<file path="config.mk">
export PLATFORM = sky130hd
export DESIGN_NAME = reorder_buffer
export DESIGN_NICKNAME = d
export VERILOG_FILES = /design/src/ooo_pkg.sv /design/src/reorder_buffer.sv
export VERILOG_INCLUDE_DIRS = /design/src /design/src/src
export SDC_FILE = /design/constraint.sdc
export NUM_CORES = 1
export LEC_CHECK = 0
export BUFFER_PORTS_ARGS = -buffer_cell sky130_fd_sc_hd__buf_4
export CAP_MARGIN = 20
export CORE_MARGIN = 2
export CORE_UTILIZATION = 55
export CTS_CLUSTER_SIZE = 28
export DETAILED_ROUTE_END_ITERATION = 7
export HOLD_SLACK_MARGIN = 0.06
export PLACE_DENSITY = 0.8
export SLEW_MARGIN = 20
export SYNTH_ARGS = -nofsm -noshare
export SYNTH_HDL_FRONTEND = slang
export SYNTH_SLANG_ARGS = --single-unit
</file>
<file path="constraint.sdc">
create_clock -name clk -period 7.55 [get_ports clk]
set_clock_uncertainty 0.15 [all_clocks]
set_input_delay 0.755 -clock clk [delete_from_list [all_inputs] [get_ports clk]]
set_output_delay 0.755 -clock clk [all_outputs]
set_load 0.01 [all_outputs]
</file>
<file path="src/ooo_macros.svh">
`ifndef OOO_MACROS_SVH
`define OOO_MACROS_SVH

// data path width
`define OOO_XLEN      32

// register counts
`define OOO_NUM_ARCH  32
`define OOO_NUM_PHYS  64

// queue depths
`define OOO_ROB_DEPTH 16
`define OOO_RS_DEPTH  8

`endif

</file>
<file path="src/ooo_pkg.sv">
`include "ooo_macros.svh"

package ooo_pkg;

    typedef logic [$clog2(`OOO_NUM_PHYS)-1:0]  phys_tag_t;
    typedef logic [$clog2(`OOO_NUM_ARCH)-1:0]  arch_reg_t;
    typedef logic [$clog2(`OOO_ROB_DEPTH)-1:0] rob_idx_t;

    typedef enum logic [3:0] {
        ALU_ADD, ALU_SUB, ALU_AND, ALU_OR, ALU_XOR,
        ALU_SLT, ALU_SLTU, ALU_SLL, ALU_SRL, ALU_SRA
    } alu_op_e;

    typedef struct packed {
        logic [6:0] funct7;
        arch_reg_t  rs2;
        arch_reg_t  rs1;
        logic [2:0] funct3;
        arch_reg_t  rd;
        logic [6:0] opcode;
    } r_fmt_t;

    typedef struct packed {
        logic [11:0] imm12;
        arch_reg_t   rs1;
        logic [2:0]  funct3;
        arch_reg_t   rd;
        logic [6:0]  opcode;
    } i_fmt_t;

    // register view or immediate view of the same word
    typedef union packed {
        r_fmt_t r;
        i_fmt_t i;
    } instr_u;

    typedef struct packed {
        alu_op_e              op;
        phys_tag_t            src1_tag;
        phys_tag_t            src2_tag;
        logic                 src1_rdy;
        logic                 src2_rdy;
        logic [`OOO_XLEN-1:0] imm;
        logic                 use_imm;
        phys_tag_t            dst_tag;
        rob_idx_t             rob_idx;
    } dispatch_t;

    typedef struct packed {
        logic                 valid;
        phys_tag_t            tag;
        rob_idx_t             rob_idx;
        logic [`OOO_XLEN-1:0] value;
    } cdb_t;

    typedef struct packed {
        logic                 valid;
        arch_reg_t            rd;
        logic [`OOO_XLEN-1:0] value;
        phys_tag_t            old_tag;
    } retire_t;

endpackage

</file>
<file path="src/reorder_buffer.sv">
`timescale 1ns/100ps
`include "ooo_macros.svh"

module reorder_buffer (
    input  logic               clk,
    input  logic               rst_n,
    input  logic               alloc_en,
    input  ooo_pkg::arch_reg_t alloc_rd,
    input  ooo_pkg::phys_tag_t alloc_tag,
    input  ooo_pkg::phys_tag_t alloc_old_tag,
    output ooo_pkg::rob_idx_t  tail,
    output logic               full,
    input  ooo_pkg::cdb_t      cdb,
    output ooo_pkg::retire_t   retire,
    output logic               busy
);
    import ooo_pkg::*;

    localparam int DEPTH = `OOO_ROB_DEPTH;
    localparam int CW = $clog2(DEPTH) + 1;

    arch_reg_t rob_rd [DEPTH];
    phys_tag_t rob_tag [DEPTH];
    phys_tag_t rob_old [DEPTH];
    logic [`OOO_XLEN-1:0] rob_val [DEPTH];
    logic [DEPTH-1:0] rob_done;
    rob_idx_t head;
    logic [CW-1:0] count;
    logic complete;

    // broadcast must match the tag the slot was given
    assign complete = cdb.valid && (rob_tag[cdb.rob_idx] == cdb.tag);
    assign full = (count == CW'(DEPTH));
    assign busy = (count != '0);

    always_comb begin
        retire.valid = busy && rob_done[head];
        retire.rd = rob_rd[head];
        retire.value = rob_val[head];
        retire.old_tag = rob_old[head];
    end

    always_ff @(posedge clk) begin
        if (!rst_n) begin
            head <= '0;
            tail <= '0;
            count <= '0;
            rob_done <= '0;
        end else begin
            if (alloc_en) begin
                rob_done[tail] <= 1'b0;
                tail <= tail + 1'b1;
            end
            if (complete)
                rob_done[cdb.rob_idx] <= 1'b1;
            if (retire.valid)
                head <= head + 1'b1;  // one per cycle, in order
            count <= count + CW'(alloc_en) - CW'(retire.valid);
        end
    end

    always_ff @(posedge clk) begin
        if (alloc_en) begin
            rob_rd[tail] <= alloc_rd;
            rob_tag[tail] <= alloc_tag;
            rob_old[tail] <= alloc_old_tag;
        end
        if (complete)
            rob_val[cdb.rob_idx] <= cdb.value;
    end

endmodule

</file>
==> results of run 1 <==
-- state kept, by name, indices dropped and copies added (netlist names), named ones only --
name	cells
rob_val	512
count	5
tail	4
rob_old	96
rob_tag	96
rob_rd	80
rob_done	16
head	4
-- power by group through the flow --
stage / sequential (mW) / clock, mW / combinational, mW
6_report: 5.00 / 3.91 / 0.265
5_1_grt: 5.00 / 4.12 / 0.289
4_1_cts: 5.00 / 3.96 / 0.263
3_5_place_dp: 5.10 / 0 / 0.261
3_3_place_gp: 5.10 / 0 / 0.245
2_1_floorplan: 5.10 / 0 / 0.126
-- cell usage after synthesis, drive strengths merged --
library cell and count:
xor2 8, a211oi 1, nor2 10, xnor2 11, mux2i 23, o311ai 1
clkbuf 42, inv 8, buf 26, and2 28, a31o 1, a21o 1
and3b 1, a22oi 1, o211ai 1, nand2 24, ha 11, nor2b 3
o21ai 1, dfxtp 33, edfxtp 784, nor4 13, and3 2, mux4 238
or4b 1, nand3 7, nand2b 4, o22ai 18, and4 1, a21oi 2
nand3b 4, nor4b 1, nor3b 6, fa 1, nand4 2, or2 2
mux2 4, or3 1
-- final cells by class --
type                    instances  area share
flip-flops and latches        817       0.675
well taps                     756      0.0264
clock inverters                50      0.0150
repair buffers                151      0.0326
clock buffers                  94      0.0567
inverters                       8    0.000837
diodes                          2    0.000139
multi-input cells             433       0.193
-- logic make-up (layout without fill, tap and decap cells) --
| group | Yosys count | count (layout) | synth area share |
|---|---|---|---|
| compound gates | 27 | 27 | 0.00575 |
| xor+xnor | 19 | 19 | 0.00531 |
| other cells | 0 | 2 | 0 |
| mux | 265 | 265 | 0.180 |
| buf+inv | 76 | 303 | 0.0106 |
| fa+ha+maj | 12 | 12 | 0.00503 |
| simple gates | 110 | 110 | 0.0208 |
| flops | 817 | 817 | 0.772 |
-- per-layer routing --
metal	up-vias	wire [µm]
li1	5986	-
met1	7816	26100
met4	2	1940
met5	-	13
met3	139	5610
met2	835	36100
-- through the flow --
step / utilization / total power [mW] / hold slack (ps) / cell area [µm²]
6_report: 0.636 / 9.18 / 265 / 35900
2_1_floorplan: - / 5.22 / 293 / 31300
5_1_grt: 0.636 / 9.41 / 247 / 35900
3_5_place_dp: 0.590 / 5.36 / 315 / 33300
3_3_place_gp: 0.590 / 5.34 / 304 / 33300
4_1_cts: 0.635 / 9.22 / 225 / 35800
-- path summary, 6_finish.rpt --
| check | cells after the start | startpoint | to | slack, ps |
|---|---|---|---|---|
| setup reg to reg | 11 | head[0]$_SDFFE_PN0N_ | count[4]$_SDFF_PN0_ | 3640 |
| hold / removal | 1 | cdb[13] | rob_val[6][13]$_DFFE_PP_ | 260 |
| hold reg to reg | 2 | rob_done[4]$_SDFF_PN0_ | rob_done[4]$_SDFF_PN0_ | 320 |
| setup / recovery | 4 | flip-flop | retire[36] | 3180 |
==> results.md, run 1 <==
* Outcome: finished clean
* CP Max Fanout at 73
* Rows at between 80 and 90
* Fin. Hold Viols at 0
* Maximum VDD drop at around 190 µV
* Syn Std Cell Area at between 30000 and 40000 µm²
* Dpl ws at about 3200 ps
* IO Pins at 113
* All-Layer GR Usage at 0.239
* Net Sw Frac at 0.206
* Syn nets at approximately 1400
* Met2 Resource Use GR at 0.401
* Largest area contributor in the netlist: edfxtp_1
* CTS Hold Bufs at 0
* Grt ovf at 0
* Vias at 14778
* P_sw at between 1.5 and 2 mW
* HP Class: in -> reg
* RSZ-0062 raised after global routing: false
* Max Root-Sink Buffers at 3
* CTS tree: built
* Die height at between 200 and 250 µm
* Dominant cells by area after synthesis: edfxtp_1 75%, mux4_2 17%, dfxtp_1 2.1%
* Internal Power at about 7.3 mW
* Yosys reg bits at a little over 800
* Startpoint types: flip-flop
* Maxcap violations at 0
* Max Slew Vio Count at 0
* PwrDens at around 260 nW/µm²
* First-pass GRT wire length at about 100000 µm
* Starting density of the core at 0.556
* Critical path capture point type: output pin
* Avg Synthesized Cell Area at roughly 24 µm²
* Slew headroom at 0.274
* Leading cell type in the layout, fill and taps excluded: edfxtp_1
* Vias per Instance at roughly 6.4
* Antenna viol nets, final at 0
* Non-filler cells, final at between 2000 and 2500
* Register Area at roughly 24000 µm²
* Postcts setup bufs at 0
* Crit path DAT at ~3500 ps
* Dpl cells at ~2200
* Share of the synthesized area in the top cell type at 0.751
* Vias in the first global route at roughly 16000
* Worst-Skew Late Latency at between 600 and 700 ps
* Slowest-stage cell, CP: buf_4
* Maximum clock frequency at about 230 MHz
* Layout cell share with drive strength beyond 1 at 0.343
* Setup TNS at 0 ps
* Sequential cell area fraction in the yosys report at 0.772
* GR peak layer: met2
* I/O Buffers at between 100 and 150
* Syn Inst Count at 1326
* GP Congestion at ~0.75
* Buf/Inv on CP at 2
* Critical Path RT at 6640 ps
* Initial antenna violation count at 3
* First-pass DRT Iterations at 5
* Worst-path cell chain: buf_4 > mux4_2 > mux4_2 > buf_4
* Crit path max-delay family: buffers and inverters
* Most frequent cells in the layout: 784 x edfxtp_1, 234 x mux4_2, 148 x buf_4, 79 x clkbuf_16, 29 x dfxtp_1
* CP Class: reg -> out
* Reg clk slew, reported paths at around 60 ps
* Layout area overhead at 14.5%
* Largest net degree at the start of global routing at 90
* Setup slack after layout at 3180 ps
* HPWL Detailed at about 34000 µm
* Crit path time final at about 4400 ps
* Sequential power share at 0.545
* Final setup violating endpoints at 0
* Clk sink count at 817
* Remaining DRCs at 0
* Die area at a little under 60000 µm²
* Routing usage on met3 at 0.0523
* DRT Wirelength at 69800 µm
* Filler cells at roughly 3600
* First DRT Iteration DRCs at around 1600
* Fin crit share at 0.578
* Leakage at 11.1 nW
* Transition time of the tightest slew-check pin at between 1000 and 1500 ps
* Met1 usage at 0.308
* Clk pwr share at 0.426
* Yosys warns at 0
* Root Driver: clkbuf_16
* WL/cell at just over 30 µm
* Cell variety after synth at between 40 and 50
* CTS buffer count at about 80
* Core area at between 50000 and 60000 µm²
* Htree depth at 3
* Combinational power share at 0.029
* Post-CTS Resized at 0
* Multi-input combinational cell area at 6940 µm²
* Delay of the slowest critical-path stage at a little over 900 ps
* Die W at 243 µm
* Count of nets after finishing at 1565
No activity file was read; power rests on OpenSTA's default activity.
==> run 2: changes to the inputs <==
- PLACE_DENSITY: 0.8 -> 0.83
- clock period: 7.55 -> 3.75 ns (I/O delays scaled with it)
==> results.md, run 2 (synthesis gave the netlist of run 1 again) <==
* CTS tree: built
* Worst-path cell chain: mux4_2 > mux4_2 > and2_1 > ha_1 > inv_1 > ha_1 > fa_1 > a21oi_1 > nor2_1 > or3_1 > and3_1
* Post-DP Area at 34100 µm² (+2.6%)
* Transition time of the tightest slew-check pin at 1050 ps (-44.3 ps)
* Largest register FFs at 512 (unchanged)
* Initial antenna violation count at 0 (-3)
* Worst-Skew Late Latency at 630 ps (about the same)
* Max Root-Sink Buffers at 3 (unchanged)
* Leakage at 11.7 nW (+4.8%)
* PwrDens at 494 nW/µm² (+93%)
* Vias in the first global route at 16328 (+4.4%)
* I/O Buffers at 112 (unchanged)
* Dpl ws at -20.5 ps (-3250 ps)
* Startpoint types: flip-flop
* Most frequent cells in the layout: 784 x edfxtp_1, 234 x mux4_2, 161 x buf_4, 80 x clkbuf_16, 52 x dlygate4sd3_1
* Post-layout util at 0.658 (+0.0219)
* Starting density of the core at 0.556 (unchanged)
* Non-filler cells, final at 2405 (+4.1%)
* Antenna viol nets, final at 0 (unchanged)
* Setup TNS at 0 ps (unchanged)
* Reg clk slew, reported paths at 60 ps (about the same)
* Core area at 56400 µm² (unchanged)
* Grt ovf at 0 (unchanged)
* Clk sink count at 817 (unchanged)
* Outcome: finished clean
* Final setup violating endpoints at 0 (unchanged)
* First DRT Iteration DRCs at 1697 (+6.1%)
* Die area at 58900 µm² (unchanged)
* WL/cell at 30.8 µm (+1.9%)
* Die W at 243 µm (unchanged)
* HPWL Detailed at 39600 µm (+17%)
* Remaining DRCs at 0 (unchanged)
* Critical Path RT at 4110 ps (-2530 ps)
* Postcts setup bufs at 0 (unchanged)
* CP Class: reg -> reg
* Die height at 243 µm (unchanged)
* Fin crit share at 0.946
* Largest net degree at the start of global routing at 41 (-54%)
* Maximum clock frequency at between 200 and 300 MHz
* Vias per Instance at 6.40 (about the same)
* Slew headroom at 0.298 (+0.0243)
* HP Class: in -> reg
* RSZ-0062 raised after global routing: false
* Critical path capture point type: flip-flop
* Maximum VDD drop at 484 µV (+150%)
* Final Cell Area at 37100 µm² (+3.4%)
* Crit path DAT at 3900 ps (+440 ps)
* Crit path time final at roughly 3500 ps
* First-pass DRT Iterations at 5 (unchanged)
* IO Pins at 113 (unchanged)
* Setup slack after layout at 201 ps (-2980 ps)
* Filler cells at 3476 (-3.7%)
* Vias at 15390 (+4.1%)
* Layout area overhead at 18.4%
* Max Slew Vio Count at 0 (unchanged)
* Delay of the slowest critical-path stage at 520 ps (-400 ps)
* Final Power at 18.3 mW (+100%)
* DRT Wirelength at 74000 µm (+6.0%)
* Leading cell type in the layout, fill and taps excluded: edfxtp_1
* Root Driver: clkbuf_16
* Layout cell share with drive strength beyond 1 at 0.344 (+0.00170)
* Dpl cells at 2210 (+2.1%)
* Final hold slack at 165 ps (-99.6 ps)
* Slowest-stage cell, CP: mux4_2
* CTS buffer count at 78 (-1.3%)
* Maxcap violations at 0 (unchanged)
* Top flop regs: rob_val: 512 flops, rob_old: 96 flops, rob_tag: 96 flops
* GP Congestion at 0.781 (+4.0%)
* Fin. Hold Viols at 0 (unchanged)
* Count of nets after finishing at 1663 (+6.3%)
* Reg with most FFs: rob_val
* All-Layer GR Usage at 0.256 (+0.0170)
* Rows at 87 (unchanged)
* First-pass GRT wire length at 109000 µm (+6.7%)
* CP Max Fanout at 5 (-93%)
* Htree depth at 3 (unchanged)
[run 2: report_power, final]
| group | internal, mW | leakage [nW] | switching (mW) |
|---|---|---|---|
| Clock | 4.35 | 1.18 | 3.29 |
| Combinational | 0.262 | 3.15 | 0.368 |
| Sequential | 10.0 | 7.33 | 0.0248 |
[run 2: final timing paths]
check                                       startpoint                      to  slack, ps  cells past startpoint
worst max register to register    head[0]$_SDFFE_PN0N_     count[4]$_SDFF_PN0_        200                     11
worst min-delay path                           cdb[34]  rob_done[6]$_SDFF_PN0_        160                      3
worst max-delay path              head[0]$_SDFFE_PN0N_     count[4]$_SDFF_PN0_        200                     11
worst min register to register  rob_done[0]$_SDFF_PN0_  rob_done[0]$_SDFF_PN0_        330                      2
[run 2: layout make-up]
class,count,area (µm²),area share
Clock inverter,35,348,0.00937
Antenna cell,2,5.00,0.000135
Sequential cell,817,24200,0.653
Multi-Input combinational cell,433,7020,0.189
Clock buffer,104,2090,0.0564
Tap cell,756,946,0.0255
Timing Repair Buffer,250,2460,0.0662
Inverter,8,30.0,0.000809
[run 2: worst max-delay path: cells and delay by family (launching register included)]
kind	cells	cell delay, ps
and+or+nand+nor	4	780
AOI/OAI and AO/OA	1	170
adders and majority gates	3	900
DFF	1	410
muxes	2	1010
buffers and inverters	1	40
[run 2: repair_timing]
item | 4_1_cts | 5_1_grt
hold endpoints to repair | 817 | 0
hold buffers | 52 | 0
resized for setup | 0 | 1
endpoints found under the setup margin | 0 | 1
[run 2: layer usage]
layer,GRT usage,share of wire
met3,0.0488,0.077
met5,0,0
met2,0.442,0.53
met1,0.325,0.36
met4,0.0944,0.034
