## config.mk

```make
export PLATFORM = sky130hd
export DESIGN_NAME = decode_rename
export DESIGN_NICKNAME = d
export VERILOG_FILES = /design/src/ooo_pkg.sv /design/src/decode_rename.sv
export VERILOG_INCLUDE_DIRS = /design/src /design/src/src
export SDC_FILE = /design/constraint.sdc
export NUM_CORES = 1
export LEC_CHECK = 0
export BUFFER_PORTS_ARGS = -buffer_cell sky130_fd_sc_hd__buf_2
export CORE_ASPECT_RATIO = 1.25
export CORE_MARGIN = 3
export CORE_UTILIZATION = 40
export CTS_CLUSTER_DIAMETER = 100
export DETAILED_ROUTE_END_ITERATION = 8
export PLACE_DENSITY = 0.63
export RECOVER_POWER = 25
export SYNTH_ARGS = -nofsm -noshare
export SYNTH_HDL_FRONTEND = slang
export SYNTH_SLANG_ARGS = --single-unit
export TNS_END_PERCENT = 30
```

## constraint.sdc

```tcl
create_clock -name clk -period 4.3 [get_ports clk]
set_clock_uncertainty 0.05 [all_clocks]
set_input_delay 0.43 -clock clk [delete_from_list [all_inputs] [get_ports clk]]
set_output_delay 0.43 -clock clk [all_outputs]
set_load 0.02 [all_outputs]
```

## src/ooo_macros.svh

```systemverilog
`ifndef OOO_MACROS_SVH
`define OOO_MACROS_SVH

// data path width
`define OOO_XLEN      32

// register counts
`define OOO_NUM_ARCH  32
`define OOO_NUM_PHYS  64

// queue depths
`define OOO_ROB_DEPTH 16
`define OOO_RS_DEPTH  8

`endif

```

## src/ooo_pkg.sv

```systemverilog
`include "ooo_macros.svh"

package ooo_pkg;

    typedef logic [$clog2(`OOO_NUM_PHYS)-1:0]  phys_tag_t;
    typedef logic [$clog2(`OOO_NUM_ARCH)-1:0]  arch_reg_t;
    typedef logic [$clog2(`OOO_ROB_DEPTH)-1:0] rob_idx_t;

    typedef enum logic [3:0] {
        ALU_ADD, ALU_SUB, ALU_AND, ALU_OR, ALU_XOR,
        ALU_SLT, ALU_SLTU, ALU_SLL, ALU_SRL, ALU_SRA
    } alu_op_e;

    typedef struct packed {
        logic [6:0] funct7;
        arch_reg_t  rs2;
        arch_reg_t  rs1;
        logic [2:0] funct3;
        arch_reg_t  rd;
        logic [6:0] opcode;
    } r_fmt_t;

    typedef struct packed {
        logic [11:0] imm12;
        arch_reg_t   rs1;
        logic [2:0]  funct3;
        arch_reg_t   rd;
        logic [6:0]  opcode;
    } i_fmt_t;

    // register view or immediate view of the same word
    typedef union packed {
        r_fmt_t r;
        i_fmt_t i;
    } instr_u;

    typedef struct packed {
        alu_op_e              op;
        phys_tag_t            src1_tag;
        phys_tag_t            src2_tag;
        logic                 src1_rdy;
        logic                 src2_rdy;
        logic [`OOO_XLEN-1:0] imm;
        logic                 use_imm;
        phys_tag_t            dst_tag;
        rob_idx_t             rob_idx;
    } dispatch_t;

    typedef struct packed {
        logic                 valid;
        phys_tag_t            tag;
        rob_idx_t             rob_idx;
        logic [`OOO_XLEN-1:0] value;
    } cdb_t;

    typedef struct packed {
        logic                 valid;
        arch_reg_t            rd;
        logic [`OOO_XLEN-1:0] value;
        phys_tag_t            old_tag;
    } retire_t;

endpackage

```

## src/decode_rename.sv

```systemverilog
`timescale 1ns/100ps
`include "ooo_macros.svh"

module decode_rename (
    input  logic               clk,
    input  logic               rst_n,
    input  ooo_pkg::instr_u    instr,
    input  logic               instr_valid,
    output logic               instr_ready,
    output ooo_pkg::phys_tag_t src1_tag,
    output ooo_pkg::phys_tag_t src2_tag,
    input  logic               src1_valid,
    input  logic               src2_valid,
    input  ooo_pkg::cdb_t      cdb,
    input  logic               rs_full,
    input  logic               rob_full,
    input  ooo_pkg::rob_idx_t  rob_tail,
    output ooo_pkg::dispatch_t disp,
    output logic               disp_en,
    output ooo_pkg::phys_tag_t alloc_tag,
    output ooo_pkg::phys_tag_t alloc_old_tag,
    output ooo_pkg::arch_reg_t alloc_rd,
    input  ooo_pkg::retire_t   retire
);
    import ooo_pkg::*;

    localparam int FL_DEPTH = `OOO_NUM_PHYS - `OOO_NUM_ARCH;
    localparam int FL_AW = $clog2(FL_DEPTH);
    localparam logic [6:0] OPC_OP = 7'b0110011;
    localparam logic [6:0] OPC_OP_IMM = 7'b0010011;

    phys_tag_t rat [`OOO_NUM_ARCH];
    phys_tag_t free_list [FL_DEPTH];
    logic [FL_AW-1:0] fl_head;
    logic [FL_AW-1:0] fl_tail;
    logic [FL_AW:0] fl_count;

    alu_op_e op;
    logic supported;
    logic is_imm;
    logic needs_alloc;
    logic res_ok;
    logic push;

    always_comb begin
        op = ALU_ADD;
        supported = 1'b0;
        is_imm = (instr.i.opcode == OPC_OP_IMM);
        if (instr.r.opcode == OPC_OP) begin
            // funct7 bit 5 only for sub and sra
            supported = (instr.r.funct7 == 7'b0000000) ||
                        (instr.r.funct7 == 7'b0100000 &&
                         (instr.r.funct3 == 3'b000 || instr.r.funct3 == 3'b101));
            case (instr.r.funct3)
                3'b000: op = instr.r.funct7[5] ? ALU_SUB : ALU_ADD;
                3'b001: op = ALU_SLL;
                3'b010: op = ALU_SLT;
                3'b011: op = ALU_SLTU;
                3'b100: op = ALU_XOR;
                3'b101: op = instr.r.funct7[5] ? ALU_SRA : ALU_SRL;
                3'b110: op = ALU_OR;
                default: op = ALU_AND;
            endcase
        end else if (is_imm) begin
            supported = 1'b1;
            case (instr.i.funct3)
                3'b000: op = ALU_ADD;
                3'b010: op = ALU_SLT;
                3'b011: op = ALU_SLTU;
                3'b100: op = ALU_XOR;
                3'b110: op = ALU_OR;
                3'b111: op = ALU_AND;
                default: supported = 1'b0;  // immediate shifts not kept
            endcase
        end
    end

    assign needs_alloc = supported && (instr.r.rd != '0);  // x0 results go nowhere
    assign res_ok = !rob_full && !rs_full && (fl_count != '0);
    assign instr_ready = res_ok || (instr_valid && !needs_alloc);
    assign disp_en = instr_valid && instr_ready && needs_alloc;
    assign push = retire.valid && (retire.rd != '0);

    assign src1_tag = rat[instr.r.rs1];
    assign src2_tag = rat[instr.r.rs2];
    assign alloc_tag = free_list[fl_head];
    assign alloc_old_tag = rat[instr.r.rd];
    assign alloc_rd = instr.r.rd;

    always_comb begin
        disp.op = op;
        disp.src1_tag = src1_tag;
        disp.src2_tag = src2_tag;
        disp.src1_rdy = src1_valid || (cdb.valid && cdb.tag == src1_tag);
        disp.src2_rdy = is_imm || src2_valid || (cdb.valid && cdb.tag == src2_tag);
        disp.imm = {{(`OOO_XLEN-12){instr.i.imm12[11]}}, instr.i.imm12};
        disp.use_imm = is_imm;
        disp.dst_tag = alloc_tag;
        disp.rob_idx = rob_tail;
    end

    always_ff @(posedge clk) begin
        if (!rst_n) begin
            for (int i = 0; i < `OOO_NUM_ARCH; i++)
                rat[i] <= phys_tag_t'(i);  // identity map
        end else if (disp_en) begin
            rat[instr.r.rd] <= alloc_tag;
        end
    end

    always_ff @(posedge clk) begin
        if (!rst_n) begin
            for (int i = 0; i < FL_DEPTH; i++)
                free_list[i] <= phys_tag_t'(`OOO_NUM_ARCH + i);
            fl_head <= '0;
            fl_tail <= '0;
            fl_count <= (FL_AW+1)'(FL_DEPTH);
        end else begin
            if (disp_en)
                fl_head <= fl_head + 1'b1;
            if (push) begin
                free_list[fl_tail] <= retire.old_tag;
                fl_tail <= fl_tail + 1'b1;
            end
            fl_count <= fl_count + (FL_AW+1)'(push) - (FL_AW+1)'(disp_en);
        end
    end

endmodule

```

==> results of run 1 <==
## through the flow
step           power (mW)  area (sq um)  worst slack, ns  hold WS (ns)  util (%)
2_1_floorplan        5.27         22400            0.648         0.435         -
3_3_place_gp         5.59         23500            0.472         0.466      42.6
3_5_place_dp         5.61         23500            0.491         0.467      42.6
4_1_cts              9.37         24900            0.421         0.144      45.2
5_1_grt              9.57         24800            0.320         0.171      45.0
6_report             9.31         24800            0.441         0.169      45.0
## power by group
part	total [mW]	switching [mW]	leakage (nW)	internal [mW]
registers	4.45	0.0564	3.48	4.40
logic	1.07	0.690	3.49	0.382
clock network	3.79	1.58	0.690	2.20
total	9.31	2.33	7.66	6.98
## cells by family (layout without fill, tap and decap cells)
family	after synthesis	count (layout)	share of synthesized area, %
multiplexers	245	245	21.1
AND/OR/NAND/NOR	656	656	13.8
XOR/XNOR	22	22	0.859
buffers and inverters	241	293	5.56
AO/OA/AOI/OAI	147	147	4.54
other	1	6	0.0167
flip-flops	405	405	53.3
adder cells (fa/ha/maj)	14	14	0.815
## area by class of cell
type / count / area [sq um] / area share (%)
Inverter: 27 / 101 / 0.408
Clock inverter: 26 / 313 / 1.26
Timing Repair Buffer: 191 / 1120 / 4.50
Tap cell: 735 / 920 / 3.70
Sequential cell: 405 / 12000 / 48.1
Clock buffer: 49 / 1100 / 4.42
Multi-Input combinational cell: 1090 / 9330 / 37.6
## Yosys cell counts (21+ instances only)
master / count
buf_2: 33
dfxtp_1: 21
a22oi_1: 43
nand3_1: 22
buf_4: 70
and2_1: 52
mux4_2: 181
clkbuf_1: 98
edfxtp_1: 384
inv_1: 23
mux2i_1: 56
or3_1: 84
o21ai_0: 38
nor3_1: 41
nand2_1: 186
nor2_1: 205
## flip-flops by register name, summed over array words and instances (netlist names), named ones only
| signal | flops |
|---|---|
| fl_tail | 5 |
| fl_head | 5 |
| fl_count | 6 |
| free_list | 192 |
| rat | 192 |
## path summary, 6_finish.rpt
path / from / end / slack, ns / depth (start not counted)
max reg2reg: fl_tail[0] / free_list[4][5] / 0.64 / 5
max: rat[4][2] / disp[43] / 0.44 / 8
min reg2reg: fl_head[4] / fl_head[4] / 0.48 / 2
min: retire[4] / free_list[31][4] / 0.17 / 2
## worst max-delay path, stage by stage, from the launching register on
cell and delay, ns:
edfxtp_1 0.49, mux4_2 0.50, mux2i_1 0.24, nor3_1 0.09, or4_4 0.58, xor2_1 0.17
a2111oi_0 0.34, a311o_1 0.23, buf_2 0.16
## metal layers
| metal | global-route usage, % | up-vias |
|---|---|---|
| met5 | 0 | - |
| met4 | 10.6 | 0 |
| met3 | 2.76 | 164 |
| met2 | 39.2 | 646 |
| met1 | 26.3 | 7589 |
| li1 | - | 6546 |
==> results.yml, run 1 <==
yosys:
  synth_cell_types: 71
  yosysTopAreaCell: "edfxtp_1"
  synthArstFlopShare_pct: 0
  synth-main-ff-cell: "edfxtp_1"
  synth_area_leaders: "edfxtp_1, mux4_2, nor2_1"
  yosysTopAreaCellShare_pct: 51.4
  syn_inst: 1731
  ys_warn_count: 0
  syn_area_per_cell_sq_um: 13.0
  ys_seq_area_share_pct: 53.3
  syn_area_sq_um: 22400
  synth-edff-count: 384
  ys_seq_elements: 405
cells_and_area:
  fin_nets: 1901
  most-common-layout-cells: "edfxtp_1, nor2_1, nand2_1, mux4_2, buf_2"
  layout_commonest_cell: "edfxtp_1"
  num_antenna_cells: 0
  syn2layout_area_growth_pct: 10.7
  fin_cells: 2523
  fillCellCount: 4905
  drive_gt1_share_pct: 24.1
drt:
  vias_per_cell: 5.92
  drc: 0
  wl_um: 65100
  vias: 14900
  drt-met1-wl_um: 24000
  wl_per_cell_um: 25.8
  drtAntennaViolNets: 0
  route.top_layer_used: "met4"
  route.met3.wl_um: 3750
  firstDrtPassIters: 5
  first_iter_violations: 1541
  wl_met2_um: 34000
pwr:
  cellLeakagePower_nw: 7.66
  vdd_drop_max_v: 0.000246
  power.density_nw_per_um2: 375
timing:
  rsz0062_at_grt: "false"
  tns_ns: 0
  tightestPinTransition_ns: 2.03
  relSlewSlack_pct: -35.3
  fin_crit_ns: 3.86
  period_share_pct: 89.8
  maxSlewViolCount: 94
  hold_viol: 0
  setup_viol: 0
  clock.fmax_mhz: 259
floorplan:
  start_util_pct: 40.7
  core-area_sq_um: 55100
  die_x_um: 218
  rows: 96
  die-area_sq_um: 59000
  io_pins: 222
  die_h_um: 271
global_route:
  grt_pass1_wl_um: 97400
  grt_usage_pct: 22.0
  antenna_found_initial: 0
  overflow: 0
  grt_pass1_vias: 15100
  grt_max_degree: 54
clocking:
  clock_latency_ns: 0.59
  cts-htree-levels: 2
  hold_buffers: 0
  cts_sinks: 405
  cts_tree: "yes"
  postCtsSetupBuffers: 0
  cts-buffers-inserted: 42
  cts_resized: 0
  clk_pin_slew_ns: 0.06
  root_buffer: "clkbuf_16"
  cts_buffer_depth: 3
setup_path:
  crit_path_start_kind: "register"
  crit_arrival_ns: 3.38
  critPathMaxFanout: 3
  cp-end-kind: "primary output"
  crit_type: "reg2out"
  worst-endpoint-required_ns: 3.82
place:
  io_buffers: 145
  dp.cells: 2448
  gp_congestion: 1.00
  dp_hpwl_um: 46400
min_path:
  holdCritPathClass: "in2reg"
outcome:
  status: "finished, violations left"
  violations: "max-capacitance violations, max-slew violations"
job:
  maxCapViolations: 2
(Power assumes the default switching activity.)
==> inputs of run 2 (changes only) <==
--- a/config.mk
+++ b/config.mk
@@ -12,6 +12,8 @@
 export CORE_UTILIZATION = 40
 export CTS_CLUSTER_DIAMETER = 100
 export DETAILED_ROUTE_END_ITERATION = 8
+export GPL_ROUTABILITY_DRIVEN = 0
+export MAX_ROUTING_LAYER = met4
 export PLACE_DENSITY = 0.63
 export RECOVER_POWER = 25
 export SYNTH_ARGS = -nofsm -noshare
==> results.yml, run 2 (same netlist as run 1, synthesis figures left out) <==
drt:
  drc: 0
  vias: 15200
  wl_met2_um: 34100
  wl_um: 65400
  wl_per_cell_um: 25.9
  drt-met1-wl_um: 23100
  drtAntennaViolNets: 0
  vias_per_cell: 6.01
  first_iter_violations: 1755
  firstDrtPassIters: 5
  route.met3.wl_um: 4390
  route.top_layer_used: "met4"
clocking:
  cts_tree: "yes"
  hold_buffers: 0
  root_buffer: "clkbuf_16"
  cts_resized: 0
  cts-buffers-inserted: 43
  postCtsSetupBuffers: 0
  clk_pin_slew_ns: 0.06
  cts-htree-levels: 2
  cts_buffer_depth: 3
  clock_latency_ns: 0.59
  cts_sinks: 405
cells_and_area:
  drive_gt1_share_pct: 24.0
  num_antenna_cells: 0
  fin_nets: 1902
  layout_commonest_cell: "edfxtp_1"
  most-common-layout-cells: "edfxtp_1, nor2_1, nand2_1, mux4_2, buf_2"
  reg_top3: "free_list (192), rat (192), fl_count (6)"
  post-route-util_pct: 45.0
  stdcell_area_sq_um: 24800
  syn2layout_area_growth_pct: 10.5
setup_path:
  worst-endpoint-required_ns: 3.82
  critPathMaxFanout: 23
  timing.rr.start: "fl_tail[0]"
  crit_arrival_ns: 3.59
  ff2ff_setup_slack_ns: 0.67
  slowest_stage: "mux4_2"
  worst_r2r_endpoint: "free_list[12][5]"
  crit_top_cell: "mux4_2"
  path_buf_inv: 3
  worstRegToRegCells: 5
  path_cells: "clkbuf_1 -> buf_12 -> mux4_2 -> mux4_2 -> o22a_1 -> a2111oi_1 -> a311o_1 -> buf_2"
  critPathTopFamily: "multiplexers"
  cp-end-kind: "primary output"
  crit_path_start_kind: "input pin"
  crit_type: "in2out"
  slowest_delay_ns: 0.58
floorplan:
  io_pins: 222
  rows: 96
  die_h_um: 271
  core-area_sq_um: 55100
  die-area_sq_um: 59000
  start_util_pct: 40.7
  die_x_um: 218
global_route:
  grt_usage_pct: 22.9
  grt_max_degree: 54
  antenna_found_initial: 0
  grt_pass1_wl_um: 98700
  grt_pass1_vias: 15600
  overflow: 0
timing:
  relSlewSlack_pct: -36.0
  rsz0062_at_grt: "false"
  tns_ns: 0
  clock.fmax_mhz: 246
  maxSlewViolCount: 172
  tightestPinTransition_ns: 2.04
  period_share_pct: 94.6
  fin_crit_ns: 4.07
  setup_viol: 0
  hold_viol: 0
job:
  maxCapViolations: 4
pwr:
  vdd_drop_max_v: 0.000273
  power.density_nw_per_um2: 370
  power_mw: 9.17
  cellLeakagePower_nw: 7.63
outcome:
  violations: "max-capacitance violations, max-slew violations"
  status: "finished, violations left"
place:
  dp_hpwl_um: 46700
  dpl-instance-area_sq_um: 23500
  io_buffers: 145
min_path:
  worstHoldEndpoint: "free_list[31][4]"
  hold_depth: 2
  holdCritPathClass: "in2reg"
  worstHoldStart: "retire[4]"
## run 2: cell count changes in the layout (fill, tap and decap cells not counted), moves of 2 or more
cell and delta:
and2_0 +3, and2_1 -3, buf_12 +2, buf_2 -2, buf_4 -3, bufinv_16 -4
clkbuf_1 +7, clkinv_1 -3, clkinv_2 +5, clkinvlp_4 +2
## run 2: how the worst max path moves through the flow
stage,startpoint,end,cells after the start
after floorplan,instr[15],disp[44],8
after global placement,instr[28],rat[3][2],8
after detailed placement,instr[28],rat[4][2],8
after CTS,register,disp[5],6
after global routing,instr[15],disp[44],10
final,instr[20],disp[43],8
## run 2: layout make-up
cell class                 instances  area, sq um
clock buffer                      54         1140
multi-input combinational       1090         9320
timing repair buffer             191         1140
fill                            4913        30300
sequential                       405        12000
inverter                          27          101
clock inverter                    26          214
tap                              735          920
## run 2: power breakdown
part / internal, mW / leakage [nW] / switching (mW) / total, mW
logic: 0.384 / 3.48 / 0.698 / 1.08
clock network: 2.02 / 0.663 / 1.61 / 3.63
registers: 4.40 / 3.48 / 0.0574 / 4.45
## run 2: through the flow
step           setup slack (ns)  hold WS [ns]  cells
4_1_cts                   0.312         0.128   2528
6_report                  0.233         0.161   2528
3_3_place_gp              0.406         0.462   2448
5_1_grt                   0.159         0.155   2528
3_5_place_dp              0.403         0.460   2448
2_1_floorplan             0.648         0.435   1736
## run 2: per-layer routing
metal | track usage, % | up-vias
met3 | 2.93 | 192
met5 | - | -
met4 | 11.8 | 0
met2 | 39.4 | 752
li1 | - | 6548
met1 | 26.1 | 7696
